**config.mk**
```make
export PLATFORM = sky130hd
export DESIGN_NAME = tcdm_bank
export DESIGN_NICKNAME = d
export VERILOG_FILES = /design/src/common/bank_pkg.sv /design/src/common/tcdm_pkg.sv /design/src/tcdm_bank.sv
export SDC_FILE = /design/constraint.sdc
export NUM_CORES = 2
export LEC_CHECK = 0
export BUFFER_PORTS_ARGS = -buffer_cell sky130_fd_sc_hd__buf_2
export CAP_MARGIN = 20
export CORE_MARGIN = 1.5
export CORE_UTILIZATION = 45
export DETAILED_ROUTE_END_ITERATION = 10
export PLACE_DENSITY_LB_ADDON = 0.12
export SETUP_SLACK_MARGIN = 0.5
export SYNTH_ARGS = -nofsm -noshare
export SYNTH_HDL_FRONTEND = slang
export SYNTH_SLANG_ARGS = --single-unit
```
**constraint.sdc**
```tcl
create_clock -name clk_i -period 3.1 [get_ports clk_i]
set_input_delay 0.465 -clock clk_i [delete_from_list [all_inputs] [get_ports clk_i]]
set_output_delay 0.465 -clock clk_i [all_outputs]
set_load 0.02 [all_outputs]
```
**src/common/bank_pkg.sv**
```systemverilog
package bank_pkg;

  // number of word-interleaved banks, power of two
  parameter int unsigned NB_BANKS = 8;

  // 32-bit words in each bank
  parameter int unsigned BANK_WORDS = 64;

  // address bits 4:2 pick the bank
  parameter int unsigned BANK_SEL_W = $clog2(NB_BANKS);

  // row address inside one bank
  parameter int unsigned ROW_W = $clog2(BANK_WORDS);

  // row field starts right above byte offset and bank index
  parameter int unsigned ROW_LSB = BANK_SEL_W + 2;

endpackage

```
**src/common/tcdm_pkg.sv**
```systemverilog
package tcdm_pkg;

  // width of the wide initiator port
  parameter int unsigned WIDE_DW = 128;

  // width of one lane, equal to one bank word
  parameter int unsigned LANE_DW = 32;

  // lanes per wide word
  parameter int unsigned NB_LANES = WIDE_DW / LANE_DW;

  // byte address width on the wide port
  parameter int unsigned ADDR_W = 32;

  // one enable bit per byte of the wide word
  typedef logic [WIDE_DW/8-1:0] wide_be_t;

  // one enable bit per byte of a lane
  typedef logic [LANE_DW/8-1:0] lane_be_t;

endpackage

```
**src/tcdm_bank.sv**
```systemverilog
`timescale 1ns/1ps

module tcdm_bank #(
  parameter int unsigned BANK_WORDS = bank_pkg::BANK_WORDS
) (
  input  logic                           clk_i,
  input  logic                           rst_ni,
  input  logic                           req_i,
  input  logic                           wen_i,
  input  logic [bank_pkg::ROW_W-1:0]     row_i,
  input  tcdm_pkg::lane_be_t             be_i,
  input  logic [tcdm_pkg::LANE_DW-1:0]   wdata_i,
  output logic                           gnt_o,
  output logic                           rvalid_o,
  output logic [tcdm_pkg::LANE_DW-1:0]   rdata_o
);
  import tcdm_pkg::*;

  logic [LANE_DW-1:0] mem_q [BANK_WORDS];
  logic [LANE_DW-1:0] rdata_q;
  logic               rvalid_q;

  // single-ported sram never stalls
  assign gnt_o = req_i;

  always_ff @(posedge clk_i) begin
    if (req_i && gnt_o) begin
      if (wen_i) begin
        // wen high is a read
        rdata_q <= mem_q[row_i];
      end else begin
        for (int b = 0; b < LANE_DW / 8; b++) begin
          if (be_i[b]) begin
            mem_q[row_i][b*8 +: 8] <= wdata_i[b*8 +: 8];
          end
        end
      end
    end
  end

  // response for reads and writes alike, one cycle after grant
  always_ff @(posedge clk_i or negedge rst_ni) begin
    if (!rst_ni) begin
      rvalid_q <= 1'b0;
    end else begin
      rvalid_q <= req_i & gnt_o;
    end
  end

  assign rvalid_o = rvalid_q;
  assign rdata_o  = rdata_q;

endmodule

```
Word level (Yosys, flattened, before mapping)
Memories as Yosys holds them, arrays and structs flattened. A register that Yosys moved wholly into a read port is not among the register bits.
Cells that the tools add are included.
{ "word_totals": {"ff_bits": 1, "ram_bits": 2048, "in_bits": 46, "word_cells": 19, "mem_count": 1} }
{ "mem_list": {"columns": ["name", "words", "width", "rd", "rd_ports_with_merged_regs", "write_ports", "line_no", "text"], "rows": [
  ["mem_q", 64, 32, 1, 1, 1, "tcdm_bank.sv:19", "logic [LANE_DW-1:0] mem_q [BANK_WORDS];"]
]} }
{ "op_classes": {"mux": 16, "reduce_logical": 1} }
{ "op_table": {"columns": ["op", "count"], "rows": [
  ["$mux 1", 16],
  ["$reduce_and 2->1", 1]
]} }

Depth between registers and ports, before layout
{ "depth": {"depth_word": 4, "mapped_depth": 12} }

Worst setup path before layout
No wires, ideal clock.
{ "synth_path": {"path_kind": "input -> register", "start": "input row_i[2] in the netlist's numbering", "end": "memory mem_q[59][0] (enable)", "setup_time_ns": 0.370, "t_arrival_ns": 2.370, "required_time_ns": 2.730, "path_slack_ns": 0.360, "path_stages": 8, "n_path_buf": 5, "path_cell_list": "buf_2 buf_4 buf_4 nor2_1 clkbuf_1 clkbuf_1 nand2_1 nor2_1"} }
{ "synth_rtl": {"columns": ["item", "line_no", "text"], "rows": [
  ["from (decl)", "tcdm_bank.sv:10", "input logic [bank_pkg::ROW_W-1:0] row_i,"],
  ["to (decl)", "tcdm_bank.sv:19", null]
]} }
Straight into the memory's write port.

==> results_dict.tcl <==
set metrics [dict create \
    status "completed" \
    synth_top_area_cell "sky130_fd_sc_hd__edfxtp_1" \
    die_area_sq_um 179600 \
    grt_setup_unrepaired "no" \
    max-vdd-ir-drop_mv 0.5804 \
    r2r.worst_path.cells 6 \
    yosysSeqAreaShare_pct 78.42 \
    top_cell_type_s_share_of_synthesized_area_pct 78.39 \
    ys_dominant_reg_cell "sky130_fd_sc_hd__edfxtp_1" \
    dieWidth_microns 423.8 \
    power_frac_seq_pct 52.0 \
    path_buf_inv 1 \
    crit_chain "mux2_2 -> a221o_1 -> a222oi_1 -> buf_4 -> o211ai_1 -> or4_1" \
    delay_heaviest_family_cp "compound AO/OA/AOI/OAI gates" \
    dpl.cell_count 7487 \
    reg2reg_to "rdata_o[24]" \
    clk_latency_ps 870 \
    syn2layout_area_growth_pct 20.14 \
    core_area_sq_um 176100 \
    syn_area_sq_um 79680 \
    timing.fmax_mhz 401.6 \
    track_usage_pct 30.49 \
    routedWlPerCell_microns 34.94 \
    cts_tree "done" \
    globalplace.congestion 0.9219 \
    post_synth_inst_count 4672 \
    slew_worst_pin_ps 1173 \
    timing.hold.worst.class "in2reg" \
    cpMaxStageDelayCell "sky130_fd_sc_hd__or4_1" \
    cp_launch_point "mem_q[47][24]" \
    initial_core_util_pct 45.24 \
    r2r_slack_ps 610 \
    sort_of_element_at_the_start_of_the_critical_path "register" \
    route.antenna.remaining_nets 0 \
    grt_first_pass_wirelength_mm 381.9 \
    clkSlewWorstSetupHoldPaths_ps 60 \
    timing.hold.ws_ps 37.42 \
    clock_network_power_share_pct 41.8 \
    final_max_slew_viol_count 0 \
    timing.clock.skew_ps 30.22 \
    post-route-util_pct 54.36 \
    nets 5414 \
    p_int_mw 46.41 \
    reg2reg_from "mem_q[47][24]" \
    rows 154 \
    period_share_pct 80.32 \
    cts-htree-levels 4 \
    report.final.hold_viol_count 0 \
    timing.max_slew.rel_slack_pct 21.77 \
    number_of_gates_resized_after_cts 0 \
    synthDistinctLibCells 58 \
    layout_min_cycle_time_ps 2490 \
    drcViolationCount 0 \
    numPortBuffers 79 \
    cts_made_buffers 210 \
    grt_overflow_total 0 \
    final_layout_setup_total_negative_slack_ps 0 \
    antenna_found_initial 33 \
    mapped_avg_cell_area_sq_um 17.05 \
    crit_cells 6 \
    comb_power_share_pct 6.2 \
    cell_at_the_root_of_the_clock_tree "sky130_fd_sc_hd__clkbuf_16" \
    post_synth_main_area_contributors "sky130_fd_sc_hd__edfxtp_1 (78%), sky130_fd_sc_hd__a221oi_1 (3.2%), sky130_fd_sc_hd__a22oi_1 (3.0%)" \
    cp-end-kind "register" \
    clkSinkCount 2081 \
    post_layout_nonfiller_instances 7905 \
    report.final.setup_viol 0 \
    detailroute.via_count 50388 \
    drt-initial-drc-count 7328 \
    pin_count_of_the_biggest_net_entering_global_routing 65 \
    crit_path_max_incr_delay_ps 500 \
    swShare_pct 22.39 \
    yosys_register_bits 2081 \
    synthesis.yosys.warnings 0 \
    syn_nets 4718 \
    ctsLongestPathBuffers 3 \
    switchingPower_mw 13.39 \
    leakagePower_nw 31.47 \
    cp_data_required_time_ps 3680 \
    die_y_microns 423.8 \
    ys_async_sr_fraction_pct 0.04805 \
    grt_pass1_vias 47591 \
    route.detailed.vias_per_inst 6.374 \
    routed_wl_mm 276.2 \
    power_density_nw_per_um2 624.8 \
    synth_edf_count 2080 \
    design.portCount 80 \
    critical_path.endpoint "rdata_o[24]" \
    crit_type "reg2reg" \
    cp_max_fo 1 \
    arrival_ps 3070 \
    post-dp-hpwl_mm 186.5 \
    first_pass_iters 6 \
    share_of_post_route_cells_with_drive_strength_above_1_pct 23.05 \
    max_cap_viols 0 \
]
-- registers in the layout, summed over array words and instances (netlist names) --
name and flops:
rdata_o 32, rvalid_o 1, mem_q 2048
-- metal layers --
layer,vias to the layer above,GRT usage [%],routed length [microns]
met3,454,5.803,27050
li1,20757,-,-
met4,14,11.65,10570
met1,26256,43.95,113300
met2,2907,45.99,125200
met5,-,0,100
-- what timing repair did --
item                      in CTS  in global routing
setup buffers                  0                  0
hold endpoints to repair      13                 15
hold buffers                   4                  2
-- placed cells by master (no fill, tap or decap), types with 26 or more instances in the layout --
cell type,Yosys,routed
sky130_fd_sc_hd__edfxtp_1,2080,2080
sky130_fd_sc_hd__buf_4,19,649
sky130_fd_sc_hd__nor2_1,366,344
sky130_fd_sc_hd__a22oi_1,321,321
sky130_fd_sc_hd__a221oi_1,295,295
sky130_fd_sc_hd__mux2i_1,229,229
sky130_fd_sc_hd__clkbuf_16,0,213
sky130_fd_sc_hd__o22ai_1,160,160
sky130_fd_sc_hd__nand2_1,126,122
sky130_fd_sc_hd__buf_12,0,120
sky130_fd_sc_hd__o21ai_0,109,109
sky130_fd_sc_hd__a21oi_1,90,90
sky130_fd_sc_hd__mux2_2,85,85
sky130_fd_sc_hd__buf_2,116,76
sky130_fd_sc_hd__clkinv_1,1,60
sky130_fd_sc_hd__a221o_1,54,54
sky130_fd_sc_hd__clkbuf_1,187,49
sky130_fd_sc_hd__a22o_1,40,40
sky130_fd_sc_hd__nor3_1,42,38
sky130_fd_sc_hd__a211oi_1,37,37
sky130_fd_sc_hd__clkinv_2,0,36
sky130_fd_sc_hd__o32ai_1,33,33
sky130_fd_sc_hd__a311oi_1,28,28
sky130_fd_sc_hd__or4_1,26,26
-- worst min path at each step --
stage	slack (ps)	start	endpoint	depth (start not counted)
3_5_place_dp	240	rst_ni	rvalid_o	1
3_3_place_gp	240	rst_ni	rvalid_o	1
6_report	40	wdata_i[10]	mem_q[44][10]	1
5_1_grt	30	wdata_i[10]	mem_q[46][10]	1
4_1_cts	10	wdata_i[10]	mem_q[44][10]	1
2_1_floorplan	170	rst_ni	rvalid_o	0
-- power groups by stage --
stage | combinational (mW) | sequential [mW] | clock, mW
final | 3.70 | 31.1 | 25.0
after global routing | 3.84 | 31.1 | 26.3
after CTS | 3.64 | 31.1 | 25.2
after detailed placement | 3.63 | 31.7 | 0
after global placement | 3.61 | 31.7 | 0
after floorplan | 1.48 | 31.7 | 0
-- synth_stat cells (all sizes together), types with 33 or more instances --
cell,count
clkbuf,187
a22oi,321
a22o,40
mux2,85
nand2,126
o21ai,109
o22ai,160
a221o,54
o32ai,33
nor3,42
a211oi,37
buf,184
a21oi,90
nor2,367
edfxtp,2080
mux2i,229
a221oi,295
-- cells by family after synthesis --
family | count (synthesis) | share of synthesized area [%]
flops | 2081 | 78.42
mux | 318 | 4.191
buf+inv | 376 | 2.118
compound gates | 1249 | 11.74
simple gates | 648 | 3.530
-- final cells by class --
class	instances	area, sq um
antenna	15	37.54
fill	14172	80390
timing repair buffer	855	7787
multi-input combinational	2215	15710
sequential	2081	62480
tap	2340	2928
clock inverter	132	1241
inverter	5	28.78
clock buffer	262	5514
-- stage by stage --
step	total power, mW	setup WS (ps)	cell area, sq um
after global routing	61.22	549.7	95700
after global placement	35.33	-187.8	88810
final	59.81	610.0	95730
after CTS	59.99	609.9	95600
after floorplan	33.19	459.6	79730
after detailed placement	35.35	-181.5	88810
No activity file was read; power rests on OpenSTA's default activity.
