--- src/common/tcdm_pkg.sv ---
package tcdm_pkg;

  // width of the wide initiator port
  parameter int unsigned WIDE_DW = 128;

  // width of one lane, equal to one bank word
  parameter int unsigned LANE_DW = 32;

  // lanes per wide word
  parameter int unsigned NB_LANES = WIDE_DW / LANE_DW;

  // byte address width on the wide port
  parameter int unsigned ADDR_W = 32;

  // one enable bit per byte of the wide word
  typedef logic [WIDE_DW/8-1:0] wide_be_t;

  // one enable bit per byte of a lane
  typedef logic [LANE_DW/8-1:0] lane_be_t;

endpackage

--- src/tcdm_req_fifo.sv ---
`timescale 1ns/1ps

module tcdm_req_fifo #(
  parameter int unsigned FIFO_DEPTH = 2
) (
  input  logic                             clk_i,
  input  logic                             rst_ni,
  input  logic                             in_req_i,
  input  logic                             in_wen_i,
  input  logic [tcdm_pkg::ADDR_W-1:0]      in_addr_i,
  input  tcdm_pkg::wide_be_t               in_be_i,
  input  logic [tcdm_pkg::WIDE_DW-1:0]     in_wdata_i,
  output logic                             in_gnt_o,
  output logic                             out_req_o,
  output logic                             out_wen_o,
  output logic [tcdm_pkg::ADDR_W-1:0]      out_addr_o,
  output tcdm_pkg::wide_be_t               out_be_o,
  output logic [tcdm_pkg::WIDE_DW-1:0]     out_wdata_o,
  input  logic                             out_gnt_i
);
  import tcdm_pkg::*;

  // depth 1 still needs a one-bit pointer
  localparam int unsigned PTR_W = (FIFO_DEPTH > 1) ? $clog2(FIFO_DEPTH) : 1;
  localparam int unsigned CNT_W = $clog2(FIFO_DEPTH + 1);

  logic [PTR_W-1:0] wr_ptr_q, rd_ptr_q;
  logic [CNT_W-1:0] count_q;
  logic             full, push, pop;

  // stored requests
  logic [FIFO_DEPTH-1:0]              wen_q;
  logic [FIFO_DEPTH-1:0][ADDR_W-1:0]  addr_q;
  wide_be_t [FIFO_DEPTH-1:0]          be_q;
  logic [FIFO_DEPTH-1:0][WIDE_DW-1:0] wdata_q;

  assign full     = (count_q == CNT_W'(FIFO_DEPTH));
  // accept upstream whenever a slot is free
  assign in_gnt_o = ~full;
  assign push     = in_req_i & in_gnt_o;
  assign pop      = out_req_o & out_gnt_i;

  // head entry is offered until the router grants it
  assign out_req_o   = (count_q != '0);
  assign out_wen_o   = wen_q[rd_ptr_q];
  assign out_addr_o  = addr_q[rd_ptr_q];
  assign out_be_o    = be_q[rd_ptr_q];
  assign out_wdata_o = wdata_q[rd_ptr_q];

  always_ff @(posedge clk_i or negedge rst_ni) begin
    if (!rst_ni) begin
      wr_ptr_q <= '0;
      rd_ptr_q <= '0;
      count_q  <= '0;
    end else begin
      if (push) begin
        wr_ptr_q <= (wr_ptr_q == PTR_W'(FIFO_DEPTH - 1)) ? '0 : wr_ptr_q + 1'b1;
      end
      if (pop) begin
        rd_ptr_q <= (rd_ptr_q == PTR_W'(FIFO_DEPTH - 1)) ? '0 : rd_ptr_q + 1'b1;
      end
      // fill level only moves when exactly one side fires
      if (push && !pop) begin
        count_q <= count_q + 1'b1;
      end else if (pop && !push) begin
        count_q <= count_q - 1'b1;
      end
    end
  end

  always_ff @(posedge clk_i) begin
    if (push) begin
      wen_q[wr_ptr_q]   <= in_wen_i;
      addr_q[wr_ptr_q]  <= in_addr_i;
      be_q[wr_ptr_q]    <= in_be_i;
      wdata_q[wr_ptr_q] <= in_wdata_i;
    end
  end

  // pointers meet only when the buffer is empty or full
  a_ptr_count: assert property (@(posedge clk_i) disable iff (!rst_ni)
    (wr_ptr_q == rd_ptr_q) == ((count_q == '0) || full));

endmodule

--- config.mk ---
export PLATFORM = sky130hd
export DESIGN_NAME = tcdm_req_fifo
export DESIGN_NICKNAME = d
export VERILOG_FILES = /design/src/common/tcdm_pkg.sv /design/src/tcdm_req_fifo.sv
export SDC_FILE = /design/constraint.sdc
export NUM_CORES = 1
export LEC_CHECK = 0
export BUFFER_PORTS_ARGS = -buffer_cell sky130_fd_sc_hd__buf_2
export CORE_MARGIN = 1
export CORE_UTILIZATION = 40
export DETAILED_ROUTE_END_ITERATION = 16
export SLEW_MARGIN = 20
export SYNTH_ARGS = -nofsm -noshare
export SYNTH_HDL_FRONTEND = slang
export SYNTH_SLANG_ARGS = --single-unit
--- constraint.sdc ---
create_clock -name clk_i -period 10.2 [get_ports clk_i]
set_input_delay 0.51 -clock clk_i [delete_from_list [all_inputs] [get_ports clk_i]]
set_output_delay 0.51 -clock clk_i [all_outputs]
set_load 0.005 [all_outputs]
# Yosys cells after proc, flatten, opt, wreduce, memory -nomap -nowiden
# Index checks and enable logic that the tools add are counted.
word_totals:
  regBits: 358
classes:
  magnitude_cmp: 3
  mux: 24
  addsub: 4
  eq_ne: 1
  n_reduce_logical: 7
  bitwise: 3
op_table:
  columns: ["operator", "count"]
  rows:
  - ["$mux 128", 3]
  - ["$bwmux 256", 1]
  - ["$demux 128 s1", 1]
  - ["$mux 32", 3]
  - ["$bwmux 64", 1]
  - ["$mux 16", 3]
  - ["$bwmux 32", 1]
  - ["$demux 32 s1", 1]
  - ["$demux 16 s1", 1]
  - ["$mux 1", 5]
  - ["$lt 1x2->1 const B", 2]
  - ["$mux 2", 2]
  - ["$reduce_bool 2->1", 2]
  - ["$logic_and 1x1->1", 3]
  - ["$add 1x1->1 const B", 2]
  - ["$add 2x1->2 const B", 1]
  - ["$and 1x1->1", 2]
  - ["$bwmux 2", 1]
  - ["$eq 2x2->1 const B", 1]
  - ["$logic_not 1->1", 2]
  - ["$sub 2x1->2 const B", 1]
  - ["$demux 1 s1", 1]
  - ["$ge 1x1->1 const B", 1]
  - ["$not 1->1", 1]

# Longest topological paths before layout
logic_depth:
  depth_word: 7
  mapped_depth: 7
  depth_no_buf: 7

# Worst setup path before layout
# OpenSTA, ideal clock, no wires.
synth_path:
  path_type: "reg-to-reg"
  startpoint: "reg count_q[0]"
  endpoint: "reg addr_q[0] (netlist name) (enable)"
  synth_period_minus_slack_ps: 8708
  path_buffers: 0
  setup_time_ps: 716
  slack_ps: 1492
  stages_incl_launch_ff: 4
  t_arrival_ps: 7992
  path_cell_list: "dfrtp_1 > nand2b_1 > nand2_1 > nor2_1"
synth_via:
  elab_chain_len: 3
synth_lines:
  columns: ["item", "line", "rtl"]
  rows:
  - ["from (decl)", "tcdm_req_fifo.sv:28", "logic [CNT_W-1:0] count_q;"]
  - ["from (signal assigned)", "tcdm_req_fifo.sv:64", "count_q <= count_q + 1'b1;"]
  - ["from (signal assigned)", "tcdm_req_fifo.sv:66", "count_q <= count_q - 1'b1;"]
  - ["$eq 2x2->1", "tcdm_req_fifo.sv:37", "assign full = (count_q == CNT_W'(FIFO_DEPTH));"]
  - ["$not 1->1", "tcdm_req_fifo.sv:39", "assign in_gnt_o = ~full;"]
  - ["net in_gnt_o", "tcdm_req_fifo.sv:13", "output logic in_gnt_o,"]
  - ["$and 1x1->1", "tcdm_req_fifo.sv:40", "assign push = in_req_i & in_gnt_o;"]
  - ["to (signal, indexed assignment)", "tcdm_req_fifo.sv:74", "addr_q[wr_ptr_q] <= in_addr_i;"]
  - ["to (decl)", "tcdm_req_fifo.sv:33", "logic [FIFO_DEPTH-1:0][ADDR_W-1:0] addr_q;"]
# The timed path passes the listed nets, and every way through them passes these cells.
# A chain may end at the register's enable or synchronous reset.

# Worst setup path in the final report
layout_path:
  startpoint: "reg rd_ptr_q"
  endpoint: "out out_wdata_o[122] (netlist name)"
layout_via:
  elab_chain_len: 2
layout_lines:
  columns: ["item", "line", "rtl"]
  rows:
  - ["from (decl)", "tcdm_req_fifo.sv:27", "logic [PTR_W-1:0] wr_ptr_q, rd_ptr_q;"]
  - ["from (signal assigned)", "tcdm_req_fifo.sv:60", "rd_ptr_q <= (rd_ptr_q == PTR_W'(FIFO_DEPTH - 1)) ? '0 : rd_ptr_q + 1'b1;"]
  - ["$mux 128 (not written as such) (2 in series)", "tcdm_req_fifo.sv:48", "assign out_wdata_o = wdata_q[rd_ptr_q];"]
  - ["to (decl)", "tcdm_req_fifo.sv:18", "output logic [tcdm_pkg::WIDE_DW-1:0] out_wdata_o,"]
# No other way between the ends. The select of a mux whose other input is x is not followed.

==> qor.csv <==
stage,metric,value,unit
cells_and_area,nets,1138,
clock_network,root_buffer,clkbuf_16,
clock_network,path_clk_slew,60,ps
place,numPortBuffers,359,
hold_path,whs_endpoint,wdata_q[232],
floorplan,fp.dieH,185,µm
hold_path,worstHoldStart,in_wdata_i[104],
drt,drc,0,
critical_path,r2r-start,count_q[0],
sta,max-slew-margin-rel,29.9,%
critical_path,required,9690,ps
critical_path,worstPathArrival,3190,ps
place,dp_cells,1357,
floorplan,start_util,40.9,%
hold_path,hold_class,in2reg,
floorplan,core_area,32700,µm²
pwr,seq_power_share,45.0,%
global_routing,grt_pass1_vias,6886,
synth,syn-cell-area,13400,µm²
critical_path,timing.rr.end,wdata_q[41],
synth,yosys_warnings,0,
hold_path,hold_path_depth,1,
cells_and_area,drive_gt1_share,60.8,%
cells_and_area,synthToLayoutAreaGrowth,25.6,%
sta,fin_tns_setup,0,ps
pwr,p_per_area,283,nW/µm²
sta,drv_slew,0,
sta,finalSetupViolCount,0,
clock_network,cts_setup_buffers,0,
pwr,internal_power,3.50,mW
global_routing,antenna_found_initial,6,
floorplan,die_area,34200,µm²
critical_path,cp_slowest_stage_delay,1090,ps
sta,worstMarginPinSlew,1050,ps
drt,drtIter0Drc,279,
critical_path,start_kind,flip-flop,
synth,synthXorXnorAreaFrac,0.327,%
cells_and_area,final_common_cell,buf_2,
clock_network,worstSkewPairLatency,510,ps
clock_network,cts_num_sinks,358,
critical_path,crit_buf_inv,2,
place,post_dp_cell_area,15600,µm²
synth,synth_top_family_by_area,multiplexers,
drt,vias,6599,
critical_path,r2r_cells,5,
synth,yosysTopAreaCellShare,79.4,%
pwr,p_sw_share,26.5,%
clock_network,cts_tree,done,
clock_network,ctsResizeCount,0,
floorplan,die_x,185,µm
synth,postSynthAreaPerCell,23.5,µm²
clock_network,cts_buffers,38,
critical_path,slowest_stage,dfrtp_4,
critical_path,rrSetupSlack,6970,ps
synth,yosysTopAreaCell,edfxtp_1,
critical_path,crit_type,reg2out,
pwr,power.switching,1.26,mW
cells_and_area,design_area,16800,µm²
sta,rsz0062_at_grt,no,
clock_network,htreeDepth,2,
drt,wl_per_cell,18.2,µm
sta,fin_skew,15.9,ps
synth,yosysSeqAreaShare,80.1,%
pwr,vdd_drop_max,0.177,mV
place,dp_hpwl,17000,µm
floorplan,rows,66,
pwr,leakage,6.54,nW
pwr,clockPowerShare,27.1,%
critical_path,endpoint_kind,primary output,
global_routing,grt_pass1_wl,37600,µm
synth,synth-simple-area-share,0.252,%
cells_and_area,fill_cells,2737,
synth,synth_fp_nets,751,
flow_run,maxCapViolCount,0,
critical_path,cp_max_fo,64,
synth,synthMuxAreaShare,17.7,%
pwr,comb_power_share,27.8,%
drt,final_antenna_net_count,0,
clock_network,clockBufferDepth,3,
sta,layout_worst_path_cycle_share,36.2,%
floorplan,num_io_pins,360,
synth,synth_cell_types,15,
place,place_congestion,0.702,
run_status,status,"complete, no violations",
global_routing,grt_max_degree,73,
synth,syn_inst,569,
cells_and_area,layout_common_cells,"buf_2, edfxtp_1, mux2_4, mux2_2, clkbuf_16",
global_routing,track_usage,14.5,%
critical_path,crit_chain,buf_4 -> mux2_2 -> buf_2,
clock_network,postCtsHoldBufs,1,
sta,hold_viol,0,
synth,synth_fa_ha_area_share,0.0934,%
critical_path,crit_family,flip-flops,
synth,synth.area.top_cells,"edfxtp_1, mux2_4, mux2_2",
drt,first_pass_iters,4,
sta,layout_min_cycle_time,3700,ps
drt,viasPerCell,4.62,
drt,wl,25900,µm
global_routing,grt-ovfl-total,0,
synth,synth_compound_area_share,0,%
synth,ys_ff_latch,358,
cells_and_area,final_cells,1428,
sta,maxClockFrequency,271,MHz
worst max-delay path by stage:
stage	depth (start not counted)	to	slack, ps	startpoint
6_report	3	out_wdata_o[122]	6500	rd_ptr_q
5_1_grt	3	out_wdata_o[122]	6310	rd_ptr_q
4_1_cts	3	out_wdata_o[122]	6430	rd_ptr_q
3_5_place_dp	5	wdata_q[41]	6910	in_req_i
3_3_place_gp	3	out_wdata_o[122]	6930	rd_ptr_q
2_1_floorplan	3	addr_q[0]	1490	count_q[0]
per-layer routing:
metal / part of all wire (%) / global-route usage [%] / up-vias
li1: - / - / 3049
met1: 38 / 16.1 / 3231
met2: 50 / 25.6 / 264
met3: 9.8 / 5.66 / 47
met4: 1.9 / 4.46 / 8
met5: 0.22 / 0 / -
power by group through the flow:
stage	clock network, mW	registers [mW]	logic (mW)
6_report	1.29	2.14	1.33
5_1_grt	1.38	2.18	1.44
4_1_cts	1.34	2.15	1.37
3_5_place_dp	0	2.18	1.36
3_3_place_gp	0	2.16	1.37
2_1_floorplan	0	2.18	0.911
cells by family after synthesis:
family | after synthesis
XOR/XNOR | 5
flip-flops | 358
AND/OR/NAND/NOR | 7
multiplexers | 177
buffers and inverters | 21
adder cells (fa/ha/maj) | 1
stage by stage:
step / hold slack [ps] / total power [mW] / util [%] / worst slack (ps)
after floorplan: 214 / 3.09 / - / 1490
after global placement: 322 / 3.53 / 47.8 / 6930
after detailed placement: 328 / 3.54 / 47.8 / 6910
after CTS: 151 / 4.85 / 51.4 / 6430
after global routing: 164 / 5.00 / 51.4 / 6310
final: 185 / 4.76 / 51.4 / 6500
worst register-to-register path, stage by stage (launching register included):
cell,delay (ps)
dfrtp_1,400
nand2b_1,190
nand2_1,150
nor2_4,680
buf_4,500
buf_4,840
cell type report:
type,count,area (µm²),area share [%]
Multi-Input combinational cell,190,2470,14.7
Inverter,1,3.75,0.0223
Timing Repair Buffer,367,1860,11.1
Clock buffer,55,1070,6.34
Clock inverter,13,116,0.692
Tap cell,442,553,3.29
Antenna cell,2,5.00,0.0298
Sequential cell,358,10700,63.8
synth_stat cells:
cell and n:
buf_2 5, dfrtp_1 4, mux2_2 76, nor2_1 2, ha_1 1, buf_6 15
or2_2 1, mux2_4 101, inv_1 1, xnor2_1 3, nand2_1 2, edfxtp_1 354
xor2_1 2, and3_1 1, nand2b_1 1
state kept, by name (all words and copies together), names as in the netlist:
signal and count:
count_q 2, rd_ptr_q 1, addr_q 64, be_q 32, wdata_q 256, wr_ptr_q 1
wen_q 2
No activity file was read; power rests on OpenSTA's default activity.
